==> src/bootPkg.sv <==
`default_nettype none

package bootPkg;

    // instruction memory geometry
    localparam int memDepth = 256;
    localparam int memAddrWidth = 8;
    localparam int wordWidth = 32;

    // addi x0, x0, 0
    localparam logic [wordWidth-1:0] nopWord = 32'h0000_0013;

    // 115200 baud from a 27 MHz clock
    localparam int defaultClksPerBit = 234;

    // serial receiver states
    typedef enum logic [2:0] {
        rxIdle,
        rxStart,
        rxData,
        rxStop
    } rxState_t;

    // program loader states
    typedef enum logic [1:0] {
        loadGetSize,
        loadGetWord,
        loadDone
    } loadState_t;

endpackage

`default_nettype wire

==> src/progLoader.sv <==
`default_nettype none
`timescale 1ns/1ps

module progLoader (
    input  wire                                 clk,
    input  wire                                 rstN,
    input  wire  [7:0]                          rxByte,
    input  wire                                 rxValid,
    output logic                                wrEn,
    output logic [bootPkg::memAddrWidth-1:0]    wrAddr,
    output logic [bootPkg::wordWidth-1:0]       wrData,
    output logic                                cpuEnable
);
    import bootPkg::*;

    loadState_t state;
    logic [7:0] progSize;
    logic [1:0] byteCnt;
    logic [memAddrWidth-1:0] wordIdx;
    logic [wordWidth-1:0] wordReg;
    logic wordComplete;
    logic lastWord;

    // fourth byte of the current word has arrived
    assign wordComplete = rxValid && (state == loadGetWord) && (byteCnt == 2'd3);

    // 8-bit wrap makes a length of 0 stand for 256 words
    assign lastWord = (wordIdx == progSize - 8'd1);

    always_ff @(posedge clk or negedge rstN) begin
        if (!rstN) begin
            state <= loadGetSize;
            progSize <= '0;
            byteCnt <= '0;
            wordIdx <= '0;
            wrEn <= 1'b0;
            cpuEnable <= 1'b0;
        end else begin
            wrEn <= 1'b0;
            if (rxValid) begin
                unique case (state)
                    loadGetSize: begin
                        progSize <= rxByte;
                        byteCnt <= '0;
                        wordIdx <= '0;
                        state <= loadGetWord;
                    end
                    loadGetWord: begin
                        byteCnt <= byteCnt + 2'd1;
                        if (wordComplete) begin
                            wrEn <= 1'b1;
                            wordIdx <= wordIdx + 1'b1;
                            if (lastWord) begin
                                state <= loadDone;
                                cpuEnable <= 1'b1;
                            end
                        end
                    end
                    default: begin
                        // trailing bytes ignored once loaded
                        state <= loadDone;
                    end
                endcase
            end
        end
    end

    // msb arrives first so each new byte enters at the low end
    always_ff @(posedge clk) begin
        if (rxValid && state == loadGetWord) begin
            wordReg <= {wordReg[wordWidth-9:0], rxByte};
        end
        if (wordComplete) begin
            wrAddr <= wordIdx;
        end
    end

    // word register is complete and stable while wrEn is high
    assign wrData = wordReg;

    // nothing gets written after the program is released
    aNoWriteWhenDone: assert property (
        @(posedge clk) disable iff (!rstN) (state == loadDone) |=> !wrEn
    );

    aEnableSticky: assert property (
        @(posedge clk) disable iff (!rstN) cpuEnable |=> cpuEnable
    );

endmodule

`default_nettype wire

==> config.mk <==
export PLATFORM = sky130hd
export DESIGN_NAME = progLoader
export DESIGN_NICKNAME = d
export VERILOG_FILES = /design/src/bootPkg.sv /design/src/progLoader.sv
export SDC_FILE = /design/constraint.sdc
export NUM_CORES = 1
export LEC_CHECK = 0
export ABC_AREA = 1
export BUFFER_PORTS_ARGS = -buffer_cell sky130_fd_sc_hd__buf_2
export CORE_UTILIZATION = 55
export DETAILED_ROUTE_END_ITERATION = 10
export PLACE_DENSITY = 0.8
export SETUP_SLACK_MARGIN = 0.02
export SYNTH_ARGS = -nofsm -noshare
export SYNTH_HDL_FRONTEND = slang
export SYNTH_SLANG_ARGS = --single-unit
==> constraint.sdc <==
create_clock -name clk -period 3 [get_ports clk]
set_input_delay 0.45 -clock clk [delete_from_list [all_inputs] [get_ports clk]]
set_output_delay 0.45 -clock clk [all_outputs]
set_load 0.005 [all_outputs]
# ---- Word level (Yosys, flattened, before mapping)
# Cells that the tools add are included.
dict set report word_totals {
  output_inout_bits 42
  elab_cells 34
  reg_bits 62
  input_bits 11
}
dict set report classes {
  muxes 9
  n_eq_ne 5
  n_addsub 3
  reduce_logical 9
}
# operator count
set op_table {}
lappend op_table {{$pmux 8 s2} 1}
lappend op_table {{$add 8x1->8 const B} 1}
lappend op_table {{$eq 8x8->1} 1}
lappend op_table {{$mux 8} 1}
lappend op_table {{$pmux 2 s2} 2}
lappend op_table {{$sub 8x1->8 const B} 1}
lappend op_table {{$reduce_and 3->1} 2}
lappend op_table {{$mux 2} 2}
lappend op_table {{$ne 2x2->1 const B} 2}
lappend op_table {{$reduce_and 2->1} 2}
lappend op_table {{$reduce_and 4->1} 1}
lappend op_table {{$mux 1} 3}
lappend op_table {{$add 2x1->2 const B} 1}
lappend op_table {{$eq 2x1->1 const B} 1}
lappend op_table {{$eq 2x2->1 const B} 1}
lappend op_table {{$logic_and 1x1->1} 2}
lappend op_table {{$logic_not 2->1} 1}
lappend op_table {{$reduce_bool 2->1} 1}

# ---- Logic depth before layout (Yosys ltp)
# Gate-level depths: netlist (run 1).
dict set report depth {
  ltp_word 6
  mapped_depth 12
  mapped_depth_nobuf 12
}

# ---- Worst setup path after synthesis (run 1)
# Ideal clock, no wire load.
dict set report synth_path {
  path_type {input-to-reg}
  start {in rxValid}
  end {reg state[0]}
  path_buffers 0
  setup_time_ns 0.122
  path_stages 9
  slack_ns 1.191
  arrival_ns 1.687
  required_time_ns 2.878
  path_cell_list {nand2_2 nor2_4 nand2_4 nor2_1 nand2_1 nor2_1 nand3_1 nand2_2 a21oi_2}
}
dict set report synth_via {
  elab_chain_cells 4
}
# item line_no
set synth_lines {}
lappend synth_lines {{start: declaration} progLoader.sv:8} ;# input wire rxValid,
lappend synth_lines {{$logic_and 1x1->1 (2 in a row)} progLoader.sv:25} ;# assign wordComplete = rxValid && (state == loadGetWord) && (byteCnt == 2'd3);
lappend synth_lines {{$ne 2x2->1 (no line)} -}
lappend synth_lines {{$reduce_and 3->1 (no line) (*)} -}
lappend synth_lines {{end signal: assignment} progLoader.sv:32} ;# state <= loadGetSize;
lappend synth_lines {{end signal: assignment} progLoader.sv:46} ;# state <= loadGetWord;
lappend synth_lines {{end signal: assignment} progLoader.sv:54} ;# state <= loadDone;
lappend synth_lines {{end: declaration} progLoader.sv:16} ;# loadState_t state;
# Mark *: on every way between the ends. The rest lies on a longest branch, timed or not.
# A chain may end at the register's enable or synchronous reset.

# ---- Final worst setup path (run 1)
dict set report layout_path {
  start {reg progSize[0]}
  end {reg state[0]}
}
dict set report layout_via {
  elab_chain_cells 4
}
# item line_no
set layout_lines {}
lappend layout_lines {{start: declaration} progLoader.sv:17} ;# logic [7:0] progSize;
lappend layout_lines {{start signal: assignment} progLoader.sv:43} ;# progSize <= rxByte;
lappend layout_lines {{$sub 8x1->8} progLoader.sv:28} ;# assign lastWord = (wordIdx == progSize - 8'd1);
lappend layout_lines {{$eq 8x8->1} progLoader.sv:28}
lappend layout_lines {{$ne 2x2->1 (no line)} -}
lappend layout_lines {{$reduce_and 3->1 (no line)} -}
# Every way passes these cells.

==> results of run 1 <==
worst max-delay path: cells and delay by family, from the launching register on:
family	cells	cell delay, ns
buf+inv	1	0.12
fa+ha+maj	1	0.24
simple gates	8	0.86
flops	1	0.37
compound gates	1	0.04
layer usage:
metal	up-vias	wire, um	global-route usage, %
met1	831	1991	27.42
met3	14	317	4.797
met2	76	2197	32.58
met5	-	0	0
met4	0	159	16.10
li1	846	-	-
state kept, by name (all words and copies together), names as in the netlist:
| register | count |
|---|---|
| wrData | 32 |
| progSize | 8 |
| state | 2 |
| wrEn | 1 |
| wordIdx | 8 |
| cpuEnable | 1 |
| byteCnt | 2 |
| wrAddr | 8 |
power by group:
part           leakage (nW)  internal [mW]  switching, mW  total [mW]
clock network         0.101          0.467          0.306       0.773
registers             0.573          0.904              0       0.904
logic                 0.640        0.00463        0.00947      0.0141
metrics by stage:
step | utilization (%) | worst slack (ns) | std cells | total power [mW] | hold WS, ns
after floorplan | - | 1.191 | 217 | 0.9212 | 0.1544
after global placement | 64.66 | 1.225 | 320 | 0.9352 | 0.4256
after detailed placement | 64.66 | 1.139 | 320 | 0.9358 | 0.4281
after CTS | 69.43 | 1.243 | 336 | 1.703 | 0.08485
after global routing | 69.43 | 1.058 | 336 | 1.742 | 0.1172
final | 69.43 | 1.245 | 336 | 1.691 | 0.07799
worst min-delay path by stage:
| stage | from | end | slack [ns] | cells past startpoint |
|---|---|---|---|---|
| after floorplan | rstN | byteCnt[0] | 0.15 | 0 |
| after global routing | rstN | progSize[3] | 0.12 | 1 |
| final | rstN | wordIdx[5] | 0.08 | 1 |
| after global placement | wrData[2] | wrData[10] | 0.43 | 0 |
| after detailed placement | wrData[13] | wrData[21] | 0.43 | 0 |
| after CTS | rstN | wordIdx[5] | 0.08 | 1 |
cell type report:
class / count / area, um^2
clock buffers: 12 / 135.1
clock inverters: 4 / 72.57
fillers: 322 / 1331
inverters: 27 / 101.3
multi-input cells: 126 / 629.4
flip-flops and latches: 62 / 1752
well taps: 52 / 65.06
repair buffers: 53 / 267.8
cell families after synthesis:
kind of cell	after synthesis	synth area share (%)
AO/OA/AOI/OAI	22	4.709
XOR/XNOR	4	1.403
adder cells (fa/ha/maj)	3	1.503
buffers and inverters	29	4.659
flip-flops	62	70.14
AND/OR/NAND/NOR	97	17.58
cells in the final DEF (no fill, tap or decap), types with 3 or more instances in the layout:
cell type / synthesis / layout
edfxtp_1: 40 / 40
buf_2: 0 / 52
nor3_1: 3 / 3
nand2_1: 50 / 50
nand3_1: 13 / 13
nor2_1: 17 / 17
clkbuf_1: 1 / 3
inv_1: 25 / 25
o21ai_0: 13 / 13
nand2_2: 3 / 3
dfrtp_1: 22 / 22
ha_1: 3 / 3
clkbuf_8: 0 / 9
xnor2_1: 3 / 3
a21oi_1: 5 / 5
==> results by group, run 1 <==
Worst setup path
  • Crit-path slowest cell: dfrtp_1
  • CP startpoint kind: register
  • CP required: 3.23 ns
  • Cells along the critical path: inv_1 > ha_1 > or2_2 > nand2_1 > nand2_1 > nand2_1 > nand2_1 > nor2_1 > nand3_1 > nand2_2 > a21oi_2
  • Worst R2R Start: progSize[0]
  • CP endpoint: state[0]
  • Worst path max stage delay: 0.37 ns
  • Reg2Reg Depth: 11
  • Crit path max fanout: 7
  • Crit. End Element: register
  • CP Launch Point: progSize[0]
  • CP dominant cell by count: nand2_1
  • Worst R2R End: state[0]
  • Worst path arrival time: 1.98 ns
  • R2r setup slk: 1.24 ns
  • WS Path Type: reg2reg

Pwr
  • Power per cell area: 559.3 nW/um^2
  • Peak supply drop: 0.2670 mV
  • Leak Pwr: 1.314 nW

Detailed routing
  • Wire per inst: 13.89 um
  • Vias: 1767
  • Vias/cell: 5.259
  • Final routed DRC violation total: 0
  • DRT Pass-1 Iters: 4
  • Post-route ant nets: 0
  • DR iter-0 viols: 98
  • Final wirelength: 4.667 mm

Floorplan
  • Ports: 53
  • Die width: 69.39 um
  • Die footprint: 4814 um^2
  • Die Y: 69.39 um
  • # rows: 24
  • Initial core utilization: 57.36%
  • CORE AREA: 4354 um^2

Logic synthesis
  • Post-synth ARST share: 35.48%
  • Synth Flop Type: edfxtp_1
  • Unique cell type count in the Yosys netlist: 25
  • Most common cell in the synthesized netlist: nand2_1
  • Synth top cells by count: nand2_1 (50), edfxtp_1 (40), inv_1 (25)
  • Top-area cell type share of the netlist area: 48.10%
  • Mapped Cells: 217
  • Yosys warns: 0
  • Post-synth EDFFs: 40
  • Post-Syn Nets: 231
  • Mapped Area: 2497 um^2
  • Post-synthesis sequential area ratio: 70.14%
  • Synth top area cells: edfxtp_1 (48%), dfrtp_1 (22%), nand2_1 (7.5%)
  • Yosys top cell by area: edfxtp_1
  • Syn_area_per_cell: 11.51 um^2
  • Synth Register Bits: 62

STA
  • TNS Setup: 0 ns
  • Final Cycle Share: 58.51%
  • Worst Max-Slew Pin Slew: 0.5009 ns
  • Clock Skew: 0.005158 ns
  • Min cycle time layout: 1.755 ns
  • Final Max Tran Viols: 0
  • Endpoints failing setup: 0
  • Final hold vios: 0
  • Slew headroom: 66.60%
  • Max Fclk: 569.7 MHz
  • RSZ-0062 raised after global routing: no

Clock network
  • Total CTS buffers: 9
  • Setup bufs post-CTS: 0
  • CTS resizes: 0
  • Clock-pin slew on the worst setup and hold paths: 0.07 ns
  • CTS tree: built
  • Sink Count: 62
  • Clock Latency Late Sink: 0.33 ns
  • H-tree depth: 3
  • Root buf cell: clkbuf_8
  • Clock buffer depth: 2
  • Post-CTS Hold Fix Bufs: 0

GRT
  • Largest net degree at the start of global routing: 30
  • Initial antenna violation count: 0
  • Overall global routing resource usage: 21.59%
  • First-pass GRT wire length: 7.748 mm
  • Vias in the first global route: 1645
  • Grt ovf: 0

Place
  • Hpwl dp: 3.343 mm
  • DP Area: 2815 um^2
  • GPL Wtd Cong: 0.9109
  • PortBufs: 52

Worst hold path
  • Hold Path Class: in2async

Final layout
  • Diode count: 0
  • Share of cells above drive strength 1: 27.82%
  • Nets: 293
  • Area delta synth->final: 21.04%
  • Post-route standard cell area excluding fillers: 3023 um^2

Run
  • MaxCap Viol Count: 0

Outcome
  • Status: finished clean
Power figures use the tool's default switching activity.
==> run 2, diff against run 1 <==
--- a/config.mk
+++ b/config.mk
@@ -7,9 +7,9 @@
 export LEC_CHECK = 0
 export ABC_AREA = 1
 export BUFFER_PORTS_ARGS = -buffer_cell sky130_fd_sc_hd__buf_2
-export CORE_UTILIZATION = 55
+export CORE_UTILIZATION = 53
 export DETAILED_ROUTE_END_ITERATION = 10
-export PLACE_DENSITY = 0.8
+export PLACE_DENSITY = 0.78
 export SETUP_SLACK_MARGIN = 0.02
 export SYNTH_ARGS = -nofsm -noshare
 export SYNTH_HDL_FRONTEND = slang
==> constraint.sdc (replaced) <==
create_clock -name clk -period 1.7 [get_ports clk]
set_input_delay 0.255 -clock clk [delete_from_list [all_inputs] [get_ports clk]]
set_output_delay 0.255 -clock clk [all_outputs]
set_load 0.005 [all_outputs]
==> results by group, run 2 (synthesis gave the netlist of run 1 again) <==
STA
  • Endpoints failing setup: 0 (unchanged)
  • Fin worst setup slack: 0.1756 ns (was 1.245 ns)
  • Min cycle time layout: 1.524 ns (was 1.755 ns)
  • Clock Skew: 0.006899 ns (was 0.005158 ns)
  • Slew headroom: 66.04% (was 66.60%)
  • Final Max Tran Viols: 0 (unchanged)
  • RSZ-0062 raised after global routing: no (unchanged)
  • TNS Setup: 0 ns (unchanged)
  • Max Fclk: 656.0 MHz (was 569.7 MHz)
  • Final hold vios: 0 (unchanged)
  • Final Cycle Share: 89.67% (was 58.51%)
  • Worst Max-Slew Pin Slew: 0.5095 ns (was 0.5009 ns)

Worst setup path
  • CP startpoint kind: register (unchanged)
  • Crit-path slowest cell: dfrtp_1 (unchanged)
  • Crit path max fanout: 5 (was 7)
  • Reg2Reg Depth: 8 (was 11)
  • CP dominant cell by count: inv_1 (was nand2_1)
  • Crit path depth: 8 (was 11)
  • Crit. End Element: register (unchanged)
  • CP required: 1.92 ns (was 3.23 ns)
  • Cell family with most CP delay: simple AND/OR/NAND/NOR gates (unchanged)
  • WS Path Type: reg2reg (unchanged)
  • Worst path max stage delay: 0.41 ns (was 0.37 ns)
  • Cells along the critical path: inv_1 > nand3_1 > o21ai_1 > inv_1 > nor2_1 > nand3_2 > nand2_2 > a21oi_2 (was inv_1 > ha_1 > or2_2 > nand2_1 > nand2_1 > nand2_1 > nand2_1 > nor2_1 > nand3_1 > nand2_2 > a21oi_2)
  • Worst path arrival time: 1.75 ns (was 1.98 ns)
  • WP buf/inv: 2 (was 1)

Detailed routing
  • Post-route ant nets: 0 (unchanged)
  • Wire per inst: 13.90 um (was 13.89 um)
  • Final wirelength: 4.769 mm (was 4.667 mm)
  • DR iter-0 viols: 117 (was 98)
  • DRT Pass-1 Iters: 7 (was 4)
  • Final routed DRC violation total: 8 (was 0)
  • Vias: 1767 (unchanged)
  • Vias/cell: 5.152 (was 5.259)

Clock network
  • CTS tree: built (unchanged)
  • Clock-pin slew on the worst setup and hold paths: 0.07 ns (about the same)
  • Root buf cell: clkbuf_8 (unchanged)
  • Clock Latency Late Sink: 0.34 ns (was 0.33 ns)
  • Clock buffer depth: 2 (unchanged)
  • H-tree depth: 3 (unchanged)
  • Total CTS buffers: 9 (unchanged)
  • Sink Count: 62 (unchanged)

Final layout
  • Area delta synth->final: 23.85% (was 21.04%)
  • Cell Count, Final, Fillers Out: 343 (was 336)
  • Fillers: 333 (was 322)
  • Commonest non-fill, non-tap cell in the layout: buf_2 (unchanged)
  • Max reg flops: 32 (unchanged)
  • Nets: 300 (was 293)
  • Share of the core filled with cells: 69.59% (was 69.43%)
  • Share of cells above drive strength 1: 32.30% (was 27.82%)
  • Diode count: 0 (unchanged)
  • Commonest cells after routing, fill and taps aside: buf_2 (52), nand2_1 (49), edfxtp_1 (40), inv_1 (22), dfrtp_1 (22) (was buf_2 (52), nand2_1 (50), edfxtp_1 (40), inv_1 (25), dfrtp_1 (22))

Floorplan
  • Die footprint: 4991 um^2 (was 4814 um^2)
  • CORE AREA: 4444 um^2 (was 4354 um^2)
  • Die width: 70.65 um (was 69.39 um)
  • Ports: 53 (unchanged)
  • Initial core utilization: 56.19% (was 57.36%)
  • # rows: 24 (unchanged)
  • Die Y: 70.65 um (was 69.39 um)

Pwr
  • Leak Pwr: 1.342 nW (was 1.314 nW)
  • Total power: 2.852 mW (was 1.691 mW)
  • Power per cell area: 922.0 nW/um^2 (was 559.3 nW/um^2)
  • Peak supply drop: 0.6727 mV (was 0.2670 mV)

Outcome
  • Failing checks: design-rule violations
  • Status: finished, violations left (was finished clean)

Worst hold path
  • Worst Hold Depth: 1
  • Hold Path Class: in2reg (was in2async)

Run
  • MaxCap Viol Count: 0 (unchanged)

Place
  • Hpwl dp: 3.190 mm (was 3.343 mm)
  • GPL Wtd Cong: 0.8585 (was 0.9109)
  • Placed cell count: 323 (was 320)
  • Pre-CTS setup slack: 0.07334 ns (was 1.139 ns)
  • PortBufs: 52 (unchanged)

GRT
  • Grt ovf: 0 (unchanged)
  • Initial antenna violation count: 0 (unchanged)
  • Largest net degree at the start of global routing: 34 (was 30)
  • Overall global routing resource usage: 21.31% (was 21.59%)
  • First-pass GRT wire length: 7.783 mm (was 7.748 mm)
  • Vias in the first global route: 1720 (was 1645)
==> run 2: changes by cell type in the layout (fill, tap and decap cells not counted), sizes merged <==
cell and change:
buf +6, clkbuf -2, clkinv +2, bufinv -1
clkinvlp +1, dlygate4sd3 +1
==> run 2: final cells by class <==
type                       instances  area [um^2]  area share, %
clock buffer                      10        127.6          4.126
inverter                          27        101.3          3.277
timing repair buffer              60        322.8          10.44
clock inverter                     6        62.56          2.023
tap                               52        65.06          2.104
multi-input combinational        126        661.9          21.40
sequential                        62         1752          56.63
==> run 2: timing repair <==
action	CTS	global route
endpoints found under the hold margin	22	0
setup endpoints to repair	0	3
hold buffers	1	0
resized for setup	0	11
buffers inserted	0	3
==> run 2: metrics by stage <==
step	instance area (um^2)	hold slack [ns]
floorplan	2502	-0.04059
global placement	2843	0.2508
detailed placement	2843	0.2559
CTS	3043	0.09677
global route	3093	0.08254
finish	3093	0.1054
==> run 2: worst paths after layout <==
check / start / end / slack, ns
worst max register to register: progSize[3] / state[0] / 0.18
worst min-delay path: rxByte[4] / wrData[4] / 0.11
worst max-delay path: progSize[3] / state[0] / 0.18
worst min register to register: wrData[3] / wrData[11] / 0.44
max in group asynchronous: rstN / progSize[7] / 0.94
min in group asynchronous: rstN / wordIdx[0] / 0.42
==> run 2: metal layers <==
layer	track usage, %	part of all wire, %	vias to the layer above
met1	24.66	41	831
met5	0	0	-
met2	35.81	53	58
met4	10.44	1.7	0
li1	-	-	868
met3	7.265	5.0	10
==> run 2: power breakdown <==
group	internal, mW	switching [mW]	leakage, nW
clock network	0.671	0.560	0.0899
registers	1.59	0	0.573
logic	0.00964	0.0171	0.679
total	2.27	0.577	1.34
==> run 3, diff against run 2 <==
--- a/config.mk
+++ b/config.mk
@@ -7,9 +7,10 @@
 export LEC_CHECK = 0
 export ABC_AREA = 1
 export BUFFER_PORTS_ARGS = -buffer_cell sky130_fd_sc_hd__buf_2
-export CORE_UTILIZATION = 53
+export CORE_UTILIZATION = 55
+export CTS_BUF_LIST = sky130_fd_sc_hd__clkbuf_8
 export DETAILED_ROUTE_END_ITERATION = 10
-export PLACE_DENSITY = 0.78
+export PLACE_DENSITY = 0.8
 export SETUP_SLACK_MARGIN = 0.02
 export SYNTH_ARGS = -nofsm -noshare
 export SYNTH_HDL_FRONTEND = slang
==> results by group, run 3 (synthesis gave the netlist of run 1 again) <==
Outcome
  • Status: finished clean (was finished, violations left)

Detailed routing
  • Post-route ant nets: 0 (unchanged)
  • DR iter-0 viols: 108 (was 117)
  • Wire per inst: 12.90 um (was 13.90 um)
  • Final wirelength: 4.411 mm (was 4.769 mm)
  • DRT Pass-1 Iters: 4 (was 7)
  • Vias: 1714 (was 1767)
  • Vias/cell: 5.012 (was 5.152)
  • Final routed DRC violation total: 0 (was 8)

Pwr
  • Total power: 2.885 mW (was 2.852 mW)
  • Power per cell area: 933.6 nW/um^2 (was 922.0 nW/um^2)
  • Peak supply drop: 0.6305 mV (was 0.6727 mV)
  • Leak Pwr: 1.348 nW (was 1.342 nW)

Final layout
  • Commonest cells after routing, fill and taps aside: buf_2 (52), nand2_1 (50), edfxtp_1 (40), inv_1 (23), dfrtp_1 (22) (was buf_2 (52), nand2_1 (49), edfxtp_1 (40), inv_1 (22), dfrtp_1 (22))
  • Area delta synth->final: 23.75% (was 23.85%)
  • Nets: 299 (was 300)
  • Post-route standard cell area excluding fillers: 3090 um^2 (was 3093 um^2)
  • Diode count: 0 (unchanged)
  • Max reg flops: 32 (unchanged)
  • Share of the core filled with cells: 70.98% (was 69.59%)
  • Commonest non-fill, non-tap cell in the layout: buf_2 (unchanged)
  • Share of cells above drive strength 1: 31.38% (was 32.30%)

Floorplan
  • Initial core utilization: 57.36% (was 56.19%)
  • # rows: 24 (unchanged)
  • CORE AREA: 4354 um^2 (was 4444 um^2)
  • Die Y: 69.39 um (was 70.65 um)
  • Ports: 53 (unchanged)
  • Die footprint: 4814 um^2 (was 4991 um^2)
  • Die width: 69.39 um (was 70.65 um)

STA
  • Clock Skew: 0.006720 ns (was 0.006899 ns)
  • Hold WS: 0.1016 ns (was 0.1054 ns)
  • Final hold vios: 0 (unchanged)
  • Max Fclk: 662.2 MHz (was 656.0 MHz)
  • Final Max Tran Viols: 0 (unchanged)
  • Final Cycle Share: 88.83% (was 89.67%)
  • Slew headroom: 66.43% (was 66.04%)
  • RSZ-0062 raised after global routing: no (unchanged)
  • Worst Max-Slew Pin Slew: 0.5035 ns (was 0.5095 ns)
  • TNS Setup: 0 ns (unchanged)
  • Endpoints failing setup: 0 (unchanged)
  • Min cycle time layout: 1.510 ns (was 1.524 ns)

Clock network
  • CTS tree: built (unchanged)
  • Clock buffer depth: 2 (unchanged)
  • Clock-pin slew on the worst setup and hold paths: 0.07 ns (about the same)
  • Sink Count: 62 (unchanged)
  • Clock Latency Late Sink: 0.34 ns (about the same)
  • H-tree depth: 3 (unchanged)
  • Root buf cell: clkbuf_8 (unchanged)
  • Total CTS buffers: 9 (unchanged)

GRT
  • Vias in the first global route: 1607 (was 1720)
  • Overall global routing resource usage: 20.29% (was 21.31%)
  • Grt ovf: 0 (unchanged)
  • Largest net degree at the start of global routing: 26 (was 34)
  • First-pass GRT wire length: 7.314 mm (was 7.783 mm)
  • Initial antenna violation count: 0 (unchanged)

Worst setup path
  • CP startpoint kind: register (unchanged)
  • Worst path arrival time: 1.73 ns (was 1.75 ns)
  • Crit path max fanout: 3 (was 5)
  • Crit. End Element: register (unchanged)
  • WS Path Type: reg2reg (unchanged)
  • R2r setup slk: 0.19 ns (was 0.18 ns)
  • CP required: 1.92 ns (about the same)

Place
  • GPL Wtd Cong: 0.8763 (was 0.8585)
  • DP Area: 2850 um^2 (was 2843 um^2)
  • PortBufs: 52 (unchanged)
  • Hpwl dp: 3.130 mm (was 3.190 mm)

Run
  • MaxCap Viol Count: 0 (unchanged)

Worst hold path
  • Hold Path Class: in2reg (unchanged)
-- run 3: cell types whose count changed in the layout (fill, tap and decap cells not counted), sizes merged --
cell / change
buf: -1
clkinvlp: -1
inv: +1
-- run 3: final cells by class --
class	count	area, um^2
clock buffers	10	137.6
clock inverters	6	62.56
fillers	316	1264
inverters	27	101.3
multi-input cells	126	656.9
flip-flops and latches	62	1752
well taps	52	65.06
repair buffers	59	315.3
-- run 3: what timing repair did --
action                                 CTS  global route
resized for setup                        0             8
setup endpoints to repair                0             3
hold buffers                             1             0
buffers inserted                         0             1
endpoints found under the hold margin   22             0
-- run 3: worst max-delay path: stages (launching register included) --
cell and delay (ns):
dfrtp_1 0.38, inv_2 0.07, ha_4 0.16, or2_4 0.24, nand2_1 0.06, nand2_1 0.04, nand2_1 0.05, nand2_1 0.05
nor2_1 0.11, nand3_2 0.10, nand2_2 0.09, a21oi_2 0.05
-- run 3: worst paths after layout --
path,startpoint,end,depth (start not counted)
max in group asynchronous,rstN,wordIdx[4],2
worst min register to register,wrData[2],wrData[10],0
worst min-delay path,rxByte[6],wrData[6],1
min in group asynchronous,rstN,wordIdx[3],2
worst max register to register,progSize[0],state[0],11
worst max-delay path,progSize[0],state[0],11
-- run 3: metal layers --
layer  vias up  GRT usage, %  wire, um
met5         -             0         0
met3         7         6.250       256
met1       802         25.30      1897
li1        854             -         -
met4         0         9.751        93
met2        51         32.36      2164
-- run 3: power breakdown --
group	internal, mW	leakage [nW]	switching (mW)
Sequential	1.59	0.573	0
Combinational	0.00965	0.674	0.0170
Clock	0.710	0.101	0.554
-- run 3: per-stage QoR --
step	worst slack, ns	instances
after global placement	0.1398	324
final	0.1900	342
after floorplan	-0.09959	217
after CTS	0.05493	341
after detailed placement	0.07859	324
after global routing	0.04581	342
