**src/bootPkg.sv**
```systemverilog
`default_nettype none

package bootPkg;

    // instruction memory geometry
    localparam int memDepth = 256;
    localparam int memAddrWidth = 8;
    localparam int wordWidth = 32;

    // addi x0, x0, 0
    localparam logic [wordWidth-1:0] nopWord = 32'h0000_0013;

    // 115200 baud from a 27 MHz clock
    localparam int defaultClksPerBit = 234;

    // serial receiver states
    typedef enum logic [2:0] {
        rxIdle,
        rxStart,
        rxData,
        rxStop
    } rxState_t;

    // program loader states
    typedef enum logic [1:0] {
        loadGetSize,
        loadGetWord,
        loadDone
    } loadState_t;

endpackage

`default_nettype wire

```
**src/uartRx.sv**
```systemverilog
`default_nettype none
`timescale 1ns/1ps

module uartRx #(
    parameter int clksPerBit = bootPkg::defaultClksPerBit
) (
    input  wire        clk,
    input  wire        rstN,
    input  wire        rx,
    output logic [7:0] rxByte,
    output logic       rxValid,
    output logic       frameError
);
    import bootPkg::*;

    localparam int cntWidth = (clksPerBit > 2) ? $clog2(clksPerBit) : 1;
    localparam logic [cntWidth-1:0] bitLast = cntWidth'(clksPerBit - 1);
    localparam logic [cntWidth-1:0] halfLast = cntWidth'(clksPerBit / 2 - 1);

    logic rxMeta;
    logic rxSync;
    rxState_t state;
    logic [cntWidth-1:0] cnt;
    logic [3:0] bitIdx;
    logic [7:0] shiftReg;
    logic bitTick;

    // two-flop synchronizer on a line that idles high
    always_ff @(posedge clk or negedge rstN) begin
        if (!rstN) begin
            rxMeta <= 1'b1;
            rxSync <= 1'b1;
        end else begin
            rxMeta <= rx;
            rxSync <= rxMeta;
        end
    end

    // end of a full bit period in data or stop
    assign bitTick = (cnt == bitLast);

    always_ff @(posedge clk or negedge rstN) begin
        if (!rstN) begin
            state <= rxIdle;
            cnt <= '0;
            bitIdx <= '0;
            rxValid <= 1'b0;
            frameError <= 1'b0;
        end else begin
            rxValid <= 1'b0;
            frameError <= 1'b0;
            unique case (state)
                rxIdle: begin
                    if (!rxSync) begin
                        state <= rxStart;
                        cnt <= '0;
                        bitIdx <= '0;
                    end
                end
                rxStart: begin
                    if (cnt == halfLast) begin
                        cnt <= '0;
                        // start bit gone high again means a glitch
                        if (rxSync) begin
                            state <= rxIdle;
                        end else begin
                            state <= rxData;
                        end
                    end else begin
                        cnt <= cnt + 1'b1;
                    end
                end
                rxData: begin
                    if (bitTick) begin
                        cnt <= '0;
                        if (bitIdx == 4'd7) begin
                            state <= rxStop;
                        end else begin
                            bitIdx <= bitIdx + 4'd1;
                        end
                    end else begin
                        cnt <= cnt + 1'b1;
                    end
                end
                rxStop: begin
                    if (bitTick) begin
                        cnt <= '0;
                        state <= rxIdle;
                        rxValid <= rxSync;
                        frameError <= !rxSync;
                    end else begin
                        cnt <= cnt + 1'b1;
                    end
                end
                default: begin
                    state <= rxIdle;
                end
            endcase
        end
    end

    // lsb arrives first
    always_ff @(posedge clk) begin
        if (state == rxData && bitTick) begin
            shiftReg <= {rxSync, shiftReg[7:1]};
        end
        if (state == rxStop && bitTick) begin
            rxByte <= shiftReg;
        end
    end

    // a frame ends either good or bad but never both
    aValidXorError: assert property (
        @(posedge clk) disable iff (!rstN) !(rxValid && frameError)
    );

    aBitIdxRange: assert property (
        @(posedge clk) disable iff (!rstN) (state != rxData) |-> (bitIdx <= 4'd7)
    );

endmodule

`default_nettype wire

```
**config.mk**
```make
export PLATFORM = sky130hd
export DESIGN_NAME = uartRx
export DESIGN_NICKNAME = d
export VERILOG_FILES = /design/src/bootPkg.sv /design/src/uartRx.sv
export SDC_FILE = /design/constraint.sdc
export NUM_CORES = 1
export LEC_CHECK = 0
export BUFFER_PORTS_ARGS = -buffer_cell sky130_fd_sc_hd__buf_2
export CELL_PAD_IN_SITES_DETAIL_PLACEMENT = 0
export CELL_PAD_IN_SITES_GLOBAL_PLACEMENT = 1
export CORE_MARGIN = 10
export CORE_UTILIZATION = 50
export CTS_BUF_LIST = sky130_fd_sc_hd__clkbuf_16
export DETAILED_ROUTE_END_ITERATION = 10
export PLACE_DENSITY = 0.82
export SYNTH_ARGS = -nofsm -noshare
export SYNTH_HDL_FRONTEND = slang
export SYNTH_SLANG_ARGS = --single-unit
```
**constraint.sdc**
```tcl
create_clock -name clk -period 5.2 [get_ports clk]
set_clock_uncertainty 0.2 [all_clocks]
set_input_delay 0.52 -clock clk [delete_from_list [all_inputs] [get_ports clk]]
set_output_delay 0.52 -clock clk [all_outputs]
set_load 0.005 [all_outputs]
```
; Word-level counts from Yosys, hierarchy flattened
; Index checks and enable logic that the tools add are counted.
[classes]
n_addsub = 2
n_mux = 19
reduce_logical = 10
eq_ne = 12
[op_table]
columns = cell, n
row1 = two-way mux 8 bit, 3
row2 = case mux 8 bit (3 select lines), 1
row3 = two-way mux 3 bit, 5
row4 = two-way mux 4 bit, 3
row5 = "inequality test 2 bit, second input constant", 6
row6 = case mux 3 bit (4 select lines), 1
row7 = "adder 8 x 1 -> 8 bit, second input constant", 1
row8 = "equality test 8 x 7 -> 1 bit, second input constant", 1
row9 = "equality test 8 bit, second input constant", 1
row10 = case mux 4 bit (2 select lines), 1
row11 = "equality test 3 x 2 -> 1 bit, second input constant", 2
row12 = AND reduction 5 bit, 1
row13 = "adder 4 x 1 -> 4 bit, second input constant", 1
row14 = "equality test 4 x 3 -> 1 bit, second input constant", 1
row15 = two-way mux 1 bit, 4
row16 = AND reduction 4 bit, 1
row17 = "equality test 3 x 1 -> 1 bit, second input constant", 1
row18 = logical NOT 3 bit, 1
row19 = nonzero test 3 bit, 1
row20 = logical AND 1 bit, 2
row21 = two-way mux 2 bit, 1
row22 = AND reduction 2 bit, 1
row23 = nonzero test 2 bit, 1
row24 = OR reduction 2 bit, 1
row25 = logical NOT 1 bit, 1
[totals]
wordCells = 52
out_inout_bits = 10
input_bits = 3
regBits = 35

; Depth between registers and ports, before layout
; Gate-level depths: netlist of the first run.
[logic_depth]
ltp_word = 4
ltp_mapped = 7
depth_no_buf = 6

; Least setup slack after synthesis of the first run
; Ideal clock, no wire load.
[synth_timing]
path_kind = register to register
start = reg cnt[1]
end = reg rxByte[0] (enable)
t_required_ns = 4.661
setup_slack_ns = 3.289
setup_time_ns = 0.339
synth_period_minus_slack_ns = 1.911
arrival_time_ns = 1.372
stages_incl_launch_ff = 7
n_path_buf = 1
path_cell_list = dfrtp_1 -> inv_1 -> ha_1 -> and4_1 -> buf_2 -> and4_1 -> and2_1
[synth_between]
elab_chain_cells = 2
[synth_lines]
columns = element, line
row1 = start: declaration, uartRx.sv:23  ; logic [cntWidth-1:0] cnt;
row2 = start signal: assignment, uartRx.sv:70  ; cnt <= cnt + 1'b1;
row3 = start signal: assignment, uartRx.sv:82  ; cnt <= cnt + 1'b1;
row4 = start signal: assignment, uartRx.sv:92  ; cnt <= cnt + 1'b1;
row5 = equality test 8 bit, uartRx.sv:40  ; assign bitTick = (cnt == bitLast);
row6 = logical AND 1 bit, uartRx.sv:107  ; if (state == rxStop && bitTick) begin
row7 = end signal: assignment, uartRx.sv:108  ; rxByte <= shiftReg;
row8 = end: declaration, uartRx.sv:10  ; output logic [7:0] rxByte,
; Every way passes these cells.
; A chain may end at the register's enable or synchronous reset.

; Worst setup path after layout of the first run
[layout_timing]
start = reg cnt[1]
end = reg rxByte[7] (enable)
; Same word-level chain as after synthesis.

==> summary.txt, run 1 <==
Setup path
  – Critical path type: flip-flop to flip-flop
  – Critical path fanouts, max: 10
  – Setup crit start: cnt[1]
  – WP data arrival: 1.86 ns
  – Critical path's largest stage delay: 0.40 ns
  – Worst path slowest cell: dfrtp_1
  – Reg-to-reg critical path startpoint: cnt[1]
  – WP buf/inv: 1
  – Crit-path most repeated cell: and4_1
  – Crit end category: flip-flop
  – CP cell instances: inv_1 > ha_1 > and4_1 > and4_1 > and2_1
  – CP Launch Type: flip-flop
  – Kind of cell adding the most delay to the critical path: simple AND/OR/NAND/NOR gates
  – Worst path required time: 4.93 ns

Clock network
  – Post-CTS Setup Bufs: 0
  – Htree depth: 2
  – Clock transition at path regs: 0.05 ns
  – Cts bufs inserted: 5
  – Root Buffer: clkbuf_16
  – Clk Latency, worst-skew pair: 0.28 ns
  – CTS sink count: 34
  – Clock buffer depth: 2
  – CTS tree: yes

Timing
  – Final setup margin: 3.06 ns
  – Period utilization: 0.411
  – RSZ-0062 raised after global routing: false
  – Worst slew pin tran: 0.923 ns
  – Final Hold Viols: 0
  – Fmax: 468 MHz
  – Setup TNS: 0 ns
  – Final Setup Violations: 0
  – Slew margin rel.: 0.384
  – Pins Over Slew Limit: 0
  – Crit path time final: 2.14 ns

Placement
  – HPWL Detailed: 2010 um
  – Placed Cells: 164
  – Post-Place Cell Area: 0.00160 mm2
  – I/O Buffers: 12
  – Post-place setup slack: 3.05 ns
  – GPL Wtd Cong: 0.762

Detailed routing
  – DR WL met2: 1370 um
  – Met3 wire len: 91 um
  – Drt first pass iters: 5
  – Top sig layer: met4
  – Avg WL per Cell: 16.6 um
  – DRT iter0 DRCs: 59
  – Vias: 1003
  – Metal-1 WL: 1340 um
  – Post-route DRC: 0
  – Post-DRT Antenna Nets: 0
  – Vias per Instance: 5.80
  – Routed WL: 2870 um

Global route
  – Remaining Overflow, GRT: 0
  – Initial antenna violation count: 0
  – Global-route wire length before repair: 4770 um
  – Largest net degree at the start of global routing: 19
  – Global Route Usage Sum: 0.114
  – Vias in the first global route: 1021

Power
  – Peak supply drop: 0.000161 V
  – Total Power: 0.565 mW
  – Leak: 0.709 nW
  – Power per cell area: 324 mW/mm2

Floorplanning
  – Die area: 0.00563 mm2
  – Die Span Y: 75.0 um
  – Chip Width: 75.0 um
  – IO Pins: 13
  – FP Rows: 19
  – Initial core utilization: 0.535
  – Area of the core: 0.00283 mm2

Yosys
  – Post-synth cell types: 36
  – Ys async rst share: 0.529
  – Syn Area/Cell: 12.2 um2
  – Yosys reg bits: 34
  – Mapped Nets: 131
  – Post-synth EDFFs: 16
  – Mapped Cells: 124
  – Yosys warns: 0
  – Ys flop type: edfxtp_1
  – Seq/Total Area, Yosys: 0.617
  – Mapped cell area: 0.00151 mm2

Cells and area
  – Layout Cells excl Fill: 173
  – Area growth from synthesis to layout: 15.4%
  – N_diodes: 0
  – Final net count: 148
  – Share of layout cells above drive strength 1: 0.204
  – Post-route design area: 0.00175 mm2

Hold path
  – HP Start: rx
  – Hold crit path type: input port to flip-flop

Flow run
  – Max-cap violations: 0

Status
  – Status: complete, no violations
[state kept, by name (all words and copies together), names as in the netlist]
register and count:
bitIdx 4, cnt 8, frameError 1, rxByte 8
rxMeta 1, rxSync 1, rxValid 1, shiftReg 8
state 2
[area by class of cell]
cell class,count,area [um2]
Clock buffer,5,125
Clock inverter,3,13.8
Fill cell,217,1080
Inverter,7,26.3
Multi-Input combinational cell,80,538
Sequential cell,34,933
Tap cell,31,38.8
Timing Repair Buffer,13,70.1
[cell usage in the layout (no fill, tap or decap)]
cell type	count
nand2_1	14
nor2_1	9
edfxtp_1	16
clkbuf_16	5
a21boi_2	1
nor3b_2	1
dfrtp_1	16
nor2b_1	4
a2111o_1	1
clkinv_2	2
nand3_1	3
a21oi_1	1
dfstp_2	2
nor4_1	1
o21ai_2	1
o21ai_0	8
and2_1	5
o22ai_1	5
and4bb_4	1
nor2_2	1
dlygate4sd3_1	1
a22oi_2	1
mux2i_1	1
o31a_1	1
ha_1	4
buf_2	12
and3_1	1
and4_1	3
or3_1	1
a41oi_1	2
o31ai_1	2
nor3_1	1
o221a_2	1
o211ai_1	1
inv_1	8
nand4_1	1
nor3b_1	2
a311oi_4	1
nand3b_1	1
[cells in the mapped netlist (all sizes together), types with 2 or more instances]
| master | number | area share |
|---|---|---|
| a41oi | 2 | 0.012 |
| and2 | 5 | 0.021 |
| and4 | 3 | 0.017 |
| buf | 3 | 0.0099 |
| dfrtp | 16 | 0.26 |
| dfstp | 2 | 0.035 |
| edfxtp | 16 | 0.32 |
| ha | 4 | 0.033 |
| inv | 7 | 0.017 |
| nand2 | 14 | 0.035 |
| nand3 | 3 | 0.0099 |
| nor2 | 10 | 0.026 |
| nor2b | 4 | 0.017 |
| nor3b | 3 | 0.018 |
| o21ai | 9 | 0.032 |
| o22ai | 5 | 0.021 |
| o31ai | 2 | 0.0099 |
[kinds of logic (layout without fill, tap and decap cells)]
family,after synthesis,after routing,synth area share
mux,1,1,0.00662
buf+inv,10,28,0.0273
simple gates,49,49,0.179
flops,34,34,0.617
compound gates,26,26,0.136
fa+ha+maj,4,4,0.0331
[through the flow]
step | hold slack [ns] | utilization
2_1_floorplan | 0.0244 | -
3_3_place_gp | 0.156 | 0.564
3_5_place_dp | 0.153 | 0.564
4_1_cts | 0.144 | 0.617
5_1_grt | 0.143 | 0.617
6_report | 0.145 | 0.617
[worst paths after layout]
path,to,slack [ns],cells after the start
hold reg to reg,rxSync,0.16,0
setup / recovery,rxByte[7],3.06,5
max in group asynchronous,rxSync,3.96,2
setup reg to reg,rxByte[7],3.06,5
hold / removal,rxMeta,0.14,1
min in group asynchronous,rxValid,0.51,2
[report_power, final]
| part | switching [mW] | leakage (nW) | internal (mW) | total (mW) |
|---|---|---|---|---|
| Combinational | 0.00349 | 0.261 | 0.00142 | 0.00491 |
| Sequential | 0.000865 | 0.373 | 0.282 | 0.283 |
| Clock | 0.105 | 0.0748 | 0.173 | 0.278 |
[repair_timing]
| item | CTS | global route |
|---|---|---|
| hold buffers | 1 | 0 |
| resized for setup | 0 | 0 |
| endpoints found under the hold margin | 16 | 0 |
[per-layer routing]
metal  track usage  vias to the layer above
met1         0.136                      491
li1              -                      489
met4        0.0756                        0
met5             0                        -
met3        0.0329                        8
met2         0.175                       15
[worst reg2reg max path, delay by kind of cell (launching register included)]
family                   cells  cell delay (ns)
AND/OR/NAND/NOR              3             0.92
flip-flops                   1             0.40
adder cells (fa/ha/maj)      1             0.16
buffers and inverters        1             0.12
Note: power is estimated with default switching activity, not from simulation.
==> run 2, diff against run 1 <==
--- a/config.mk
+++ b/config.mk
@@ -5,14 +5,15 @@
 export SDC_FILE = /design/constraint.sdc
 export NUM_CORES = 1
 export LEC_CHECK = 0
+export ABC_AREA = 1
 export BUFFER_PORTS_ARGS = -buffer_cell sky130_fd_sc_hd__buf_2
 export CELL_PAD_IN_SITES_DETAIL_PLACEMENT = 0
 export CELL_PAD_IN_SITES_GLOBAL_PLACEMENT = 1
 export CORE_MARGIN = 10
-export CORE_UTILIZATION = 50
+export CORE_UTILIZATION = 45
 export CTS_BUF_LIST = sky130_fd_sc_hd__clkbuf_16
 export DETAILED_ROUTE_END_ITERATION = 10
-export PLACE_DENSITY = 0.82
+export PLACE_DENSITY = 0.77
 export SYNTH_ARGS = -nofsm -noshare
 export SYNTH_HDL_FRONTEND = slang
 export SYNTH_SLANG_ARGS = --single-unit
==> constraint.sdc (replaced) <==
create_clock -name clk -period 2 [get_ports clk]
set_clock_uncertainty 0.2 [all_clocks]
set_input_delay 0.2 -clock clk [delete_from_list [all_inputs] [get_ports clk]]
set_output_delay 0.2 -clock clk [all_outputs]
set_load 0.005 [all_outputs]
==> summary.txt, run 2 <==
Detailed routing
  – Routed WL: 2510 um
  – DRT iter0 DRCs: 83
  – Vias: 969
  – Post-route DRC: 0
  – Vias per Instance: 4.57
  – Post-DRT Antenna Nets: 0
  – Drt first pass iters: 4
  – Avg WL per Cell: 11.8 um
  – Met3 wire len: 161 um
  – Top sig layer: met4
  – Metal-1 WL: 1260 um
  – DR WL met2: 1040 um

Timing
  – Period utilization: 0.900
  – Final Setup Violations: 0
  – Slew margin rel.: 0.724
  – Final setup margin: 0.199 ns
  – RSZ-0062 raised after global routing: false
  – Fmax: 555 MHz
  – Worst slew pin tran: 0.415 ns
  – Crit path time final: 1.80 ns
  – Pins Over Slew Limit: 0
  – Final Hold Viols: 0
  – Setup TNS: 0 ns

Cells and area
  – Commonest non-fill, non-tap cells in the layout: nand2_1, inv_1, dfrtp_1, edfxtp_1, nor2_1
  – Share of layout cells above drive strength 1: 0.226
  – Most common cell after layout, fill and taps aside: nand2_1
  – Layout Cells excl Fill: 212
  – Area growth from synthesis to layout: 22.5%
  – Leading registers by flop count: cnt x8, rxByte x8, shiftReg x8
  – Register area: 933 um2
  – Final net count: 174
  – N_diodes: 0
  – FILL cells: 279
  – Area of the multi-input gates: 489 um2
  – Final Core Density: 0.585

Setup path
  – Reg2reg end: rxByte[7]
  – Kind of cell adding the most delay to the critical path: flip-flops
  – Critical path type: flip-flop to flip-flop
  – CP Launch Type: flip-flop
  – Flop2flop setup slack: 0.20 ns
  – Worst path required time: 1.76 ns
  – Reg-to-reg critical path startpoint: cnt[1]
  – Critical path's largest stage delay: 0.42 ns
  – Crit end category: flip-flop
  – Crit-path most repeated cell: inv_1
  – WP buf/inv: 2
  – Critical path fanouts, max: 8
  – Worst path slowest cell: dfrtp_1
  – WP data arrival: 1.56 ns
  – Worst r2r path cells: 6
  – CP cell instances: inv_1 > ha_1 > nand2_1 > nor2_1 > nand4_1 > inv_1

Power
  – Leak: 0.825 nW
  – Power per cell area: 948 mW/mm2
  – Total Power: 1.73 mW
  – Peak supply drop: 0.000436 V

Yosys
  – Seq/Total Area, Yosys: 0.625
  – Post-synth cell types: 23
  – Yosys top cell area share: 0.322
  – Synth area leader: edfxtp_1
  – Largest cells by area after synthesis: edfxtp_1, dfrtp_1, nand2_1, inv_1, dfstp_2
  – Ys async rst share: 0.529
  – Mapped cell area: 0.00149 mm2
  – Ys flop type: edfxtp_1
  – Yosys warns: 0
  – Most common cell in the netlist: nand2_1
  – Yosys reg bits: 34
  – Post-synth EDFFs: 16
  – Mapped Nets: 152
  – Post-synth top cells: nand2_1, dfrtp_1, edfxtp_1, inv_1, nor2_1
  – Mapped Cells: 145
  – Syn Area/Cell: 10.3 um2

Global route
  – Global Route Usage Sum: 0.0931
  – Remaining Overflow, GRT: 0
  – Vias in the first global route: 950
  – Global-route wire length before repair: 4410 um
  – Initial antenna violation count: 0
  – Largest net degree at the start of global routing: 19

Hold path
  – Endpoint, Worst Hold: rxSync
  – Hold crit path type: flip-flop to flip-flop
  – HP Start: rxMeta
  – Hold path cells: 0

Placement
  – Post-place setup slack: 0.208 ns
  – HPWL Detailed: 1850 um
  – GPL Wtd Cong: 0.793
  – Placed Cells: 202
  – I/O Buffers: 12

Floorplanning
  – Chip Width: 77.6 um
  – FP Rows: 20
  – Area of the core: 0.00313 mm2
  – Initial core utilization: 0.478
  – Die area: 0.00602 mm2
  – IO Pins: 13
  – Die Span Y: 77.6 um

Clock network
  – Clock transition at path regs: 0.05 ns
  – Cts bufs inserted: 5
  – CTS sink count: 34
  – CTS tree: yes
  – Clock buffer depth: 2
  – Clk Latency, worst-skew pair: 0.28 ns
  – Root Buffer: clkbuf_16
  – Htree depth: 2

Flow run
  – Max-cap violations: 0

Status
  – Status: complete, no violations
==> run 2: where the power goes <==
group	leakage, nW	total (mW)	switching, mW	internal [mW]
clock	0.0940	0.986	0.272	0.715
sequential	0.373	0.733	0.00125	0.732
combinational	0.358	0.0147	0.00997	0.00469
==> run 2: stage by stage <==
step	instance area (um2)	hold WS [ns]
after global placement	1620	-0.0495
after global routing	1830	0.157
after CTS	1830	0.157
after floorplan	1490	-0.296
after detailed placement	1620	-0.0478
final	1830	0.156
==> run 2: worst max-delay path by stage <==
| stage | startpoint | end | slack, ns | depth (start not counted) |
|---|---|---|---|---|
| final | cnt[1] | rxByte[7] | 0.20 | 6 |
| after CTS | cnt[1] | rxByte[7] | 0.19 | 6 |
| after detailed placement | cnt[1] | rxByte[7] | 0.21 | 6 |
| after floorplan | cnt[1] | shiftReg[0] | 0.17 | 6 |
| after global placement | cnt[1] | rxByte[6] | 0.26 | 6 |
| after global routing | cnt[1] | rxByte[6] | 0.03 | 6 |
==> run 2: per-layer routing <==
metal | track usage | up-vias
met3 | 0.0507 | 6
met2 | 0.125 | 16
met1 | 0.116 | 435
met4 | 0.0493 | 0
met5 | 0 | -
li1 | - | 512
==> run 2: final cells by class <==
| cell class | instances | area share |
|---|---|---|
| clock buffers | 5 | 0.0684 |
| clock inverters | 3 | 0.0376 |
| inverters | 19 | 0.0390 |
| multi-input cells | 92 | 0.267 |
| flip-flops and latches | 34 | 0.510 |
| well taps | 44 | 0.0301 |
| repair buffers | 15 | 0.0478 |
==> run 2: worst register-to-register path: stages (launching register included) <==
cell and delay [ns]:
dfrtp_1 0.42, inv_1 0.10, ha_1 0.14, nand2_1 0.05
nor2_1 0.16, nand4_1 0.16, inv_1 0.26
==> run 2: what timing repair did <==
action	4_1_cts	5_1_grt
resized for setup	0	0
buffers inserted	0	0
hold buffers	2	0
setup endpoints to repair	0	0
hold endpoints to repair	19	0
==> run 2: logic make-up after synthesis <==
logic type	count (synthesis)	share of synthesized area
adder cells (fa/ha/maj)	4	0.0335
buffers and inverters	19	0.0477
AO/OA/AOI/OAI	9	0.0335
XOR/XNOR	4	0.0234
flip-flops	34	0.625
AND/OR/NAND/NOR	75	0.237
==> run 3, diff against run 2 <==
--- a/config.mk
+++ b/config.mk
@@ -5,12 +5,12 @@
 export SDC_FILE = /design/constraint.sdc
 export NUM_CORES = 1
 export LEC_CHECK = 0
-export ABC_AREA = 1
+export ABC_AREA = 0
 export BUFFER_PORTS_ARGS = -buffer_cell sky130_fd_sc_hd__buf_2
 export CELL_PAD_IN_SITES_DETAIL_PLACEMENT = 0
 export CELL_PAD_IN_SITES_GLOBAL_PLACEMENT = 1
 export CORE_MARGIN = 10
-export CORE_UTILIZATION = 45
+export CORE_UTILIZATION = 47
 export CTS_BUF_LIST = sky130_fd_sc_hd__clkbuf_16
 export DETAILED_ROUTE_END_ITERATION = 10
 export PLACE_DENSITY = 0.77
==> constraint.sdc (replaced) <==
create_clock -name clk -period 1.7 [get_ports clk]
set_clock_uncertainty 0.2 [all_clocks]
set_input_delay 0.17 -clock clk [delete_from_list [all_inputs] [get_ports clk]]
set_output_delay 0.17 -clock clk [all_outputs]
set_load 0.005 [all_outputs]
==> summary.txt, run 3 (synthesized netlist as in run 1, its figures left out) <==
Floorplanning
  – IO Pins: 13
  – Die area: 0.00589 mm2
  – Initial core utilization: 0.491
  – Die Span Y: 76.7 um
  – Chip Width: 76.7 um
  – FP Rows: 20
  – Area of the core: 0.00308 mm2

Cells and area
  – N_diodes: 0
  – Final net count: 170
  – Area growth from synthesis to layout: 32.9%
  – Commonest non-fill, non-tap cells in the layout: buf_4, edfxtp_1, dfrtp_1, nand2_1, buf_2
  – Leading registers by flop count: cnt x8, rxByte x8, shiftReg x8
  – Share of layout cells above drive strength 1: 0.378
  – FILL cells: 248
  – Most common cell after layout, fill and taps aside: buf_4

Timing
  – Setup TNS: -0.789 ns
  – Final Setup Violations: 18
  – Pins Over Slew Limit: 0
  – Period utilization: 1.04
  – Crit path time final: 1.76 ns
  – Worst slew pin tran: 0.434 ns
  – Hold_ws: 0.157 ns
  – Final Hold Viols: 0
  – Fmax: 568 MHz
  – RSZ-0062 raised after global routing: true
  – Final setup margin: -0.0609 ns
  – Slew margin rel.: 0.711

Global route
  – Global Route Usage Sum: 0.118
  – Global-route wire length before repair: 5530 um
  – Remaining Overflow, GRT: 0
  – Vias in the first global route: 1140
  – Initial antenna violation count: 0
  – Largest net degree at the start of global routing: 19

Clock network
  – Root Buffer: clkbuf_16
  – CTS sink count: 34
  – CTS tree: yes
  – Clk Latency, worst-skew pair: 0.27 ns
  – Cts bufs inserted: 5
  – Clock buffer depth: 2
  – Clock transition at path regs: 0.05 ns
  – Htree depth: 2

Flow run
  – Max-cap violations: 0

Status
  – Violated checks: setup timing
  – Status: complete, but fails checks

Detailed routing
  – Vias per Instance: 5.28
  – DRT iter0 DRCs: 40
  – Routed WL: 3310 um
  – Vias: 1099
  – Post-DRT Antenna Nets: 0
  – Post-route DRC: 0
  – Avg WL per Cell: 15.9 um
  – Drt first pass iters: 4

Placement
  – HPWL Detailed: 2340 um
  – I/O Buffers: 12
  – GPL Wtd Cong: 0.791

Setup path
  – CP Launch Type: flip-flop
  – Worst path required time: 1.48 ns
  – Critical path fanouts, max: 8
  – Critical path type: flip-flop to flip-flop
  – WP data arrival: 1.54 ns
  – Crit end category: flip-flop

Power
  – Power per cell area: 860 mW/mm2
  – Total Power: 1.73 mW
  – Clock share of power: 0.488
  – Cell Int Power: 1.40 mW
  – P_sw: 0.329 mW
  – Leak: 0.830 nW
  – Logic pwr share: 0.012
  – Reg power frac: 0.499
  – Sw Share: 0.190
  – Peak supply drop: 0.000575 V

Hold path
  – Hold crit path type: flip-flop to flip-flop
run 3: worst paths after layout:
path,from,end,slack (ns),cells past startpoint
worst max register to register,cnt[1],shiftReg[7],-0.06,5
worst min register to register,rxMeta,rxSync,0.16,0
worst max-delay path,cnt[1],shiftReg[7],-0.06,5
min in group asynchronous,rstN,cnt[5],0.17,2
max in group asynchronous,rstN,rxSync,0.79,2
worst min-delay path,rxMeta,rxSync,0.16,0
run 3: worst max-delay path, stage by stage, from the launching register on:
cell and delay [ns]:
dfrtp_1 0.38, inv_2 0.08, ha_4 0.11, and4_4 0.25
and4_4 0.24, and2_4 0.21
run 3: what timing repair did:
action,4_1_cts,5_1_grt
hold endpoints to repair,19,0
hold buffers,2,0
setup buffers,0,2
pin swaps,3,4
setup endpoints to repair,23,28
gates resized for setup,9,10
gates cloned,1,0
run 3: cell type report:
cell class              instances  area [um2]  share of cell area
multi-input cells              81         613               0.305
well taps                      44        55.1              0.0274
clock buffers                   5         125              0.0622
flip-flops and latches         34         935               0.465
inverters                       7        26.3              0.0131
repair buffers                 34         243               0.121
clock inverters                 3        13.8             0.00685
run 3: per-stage QoR:
step                      utilization  instance area (um2)  worst slack, ns  std cells
final                           0.653                 2010          -0.0609        208
after CTS                       0.646                 1990          -0.0621        207
after floorplan                     -                 1520          -0.0499        124
after detailed placement        0.580                 1790           -0.143        196
after global routing            0.653                 2010           -0.131        208
after global placement          0.580                 1790          -0.0758        196
run 3: per-layer routing:
| layer | wire (um) | share of wire | GRT usage | up-vias |
|---|---|---|---|---|
| met4 | 75 | 0.023 | 0.0520 | 0 |
| li1 | - | - | - | 532 |
| met1 | 1480 | 0.45 | 0.137 | 537 |
| met2 | 1630 | 0.49 | 0.190 | 23 |
| met3 | 124 | 0.037 | 0.0431 | 7 |
| met5 | 0 | 0 | 0 | - |
run 3: power groups by stage:
| stage | sequential (mW) | clock (mW) | combinational [mW] |
|---|---|---|---|
| finish | 0.863 | 0.844 | 0.0211 |
| detailed placement | 0.878 | 0 | 0.0176 |
| global placement | 0.878 | 0 | 0.0171 |
| CTS | 0.863 | 0.857 | 0.0211 |
| floorplan | 0.878 | 0 | 0.00231 |
| global route | 0.863 | 0.891 | 0.0233 |
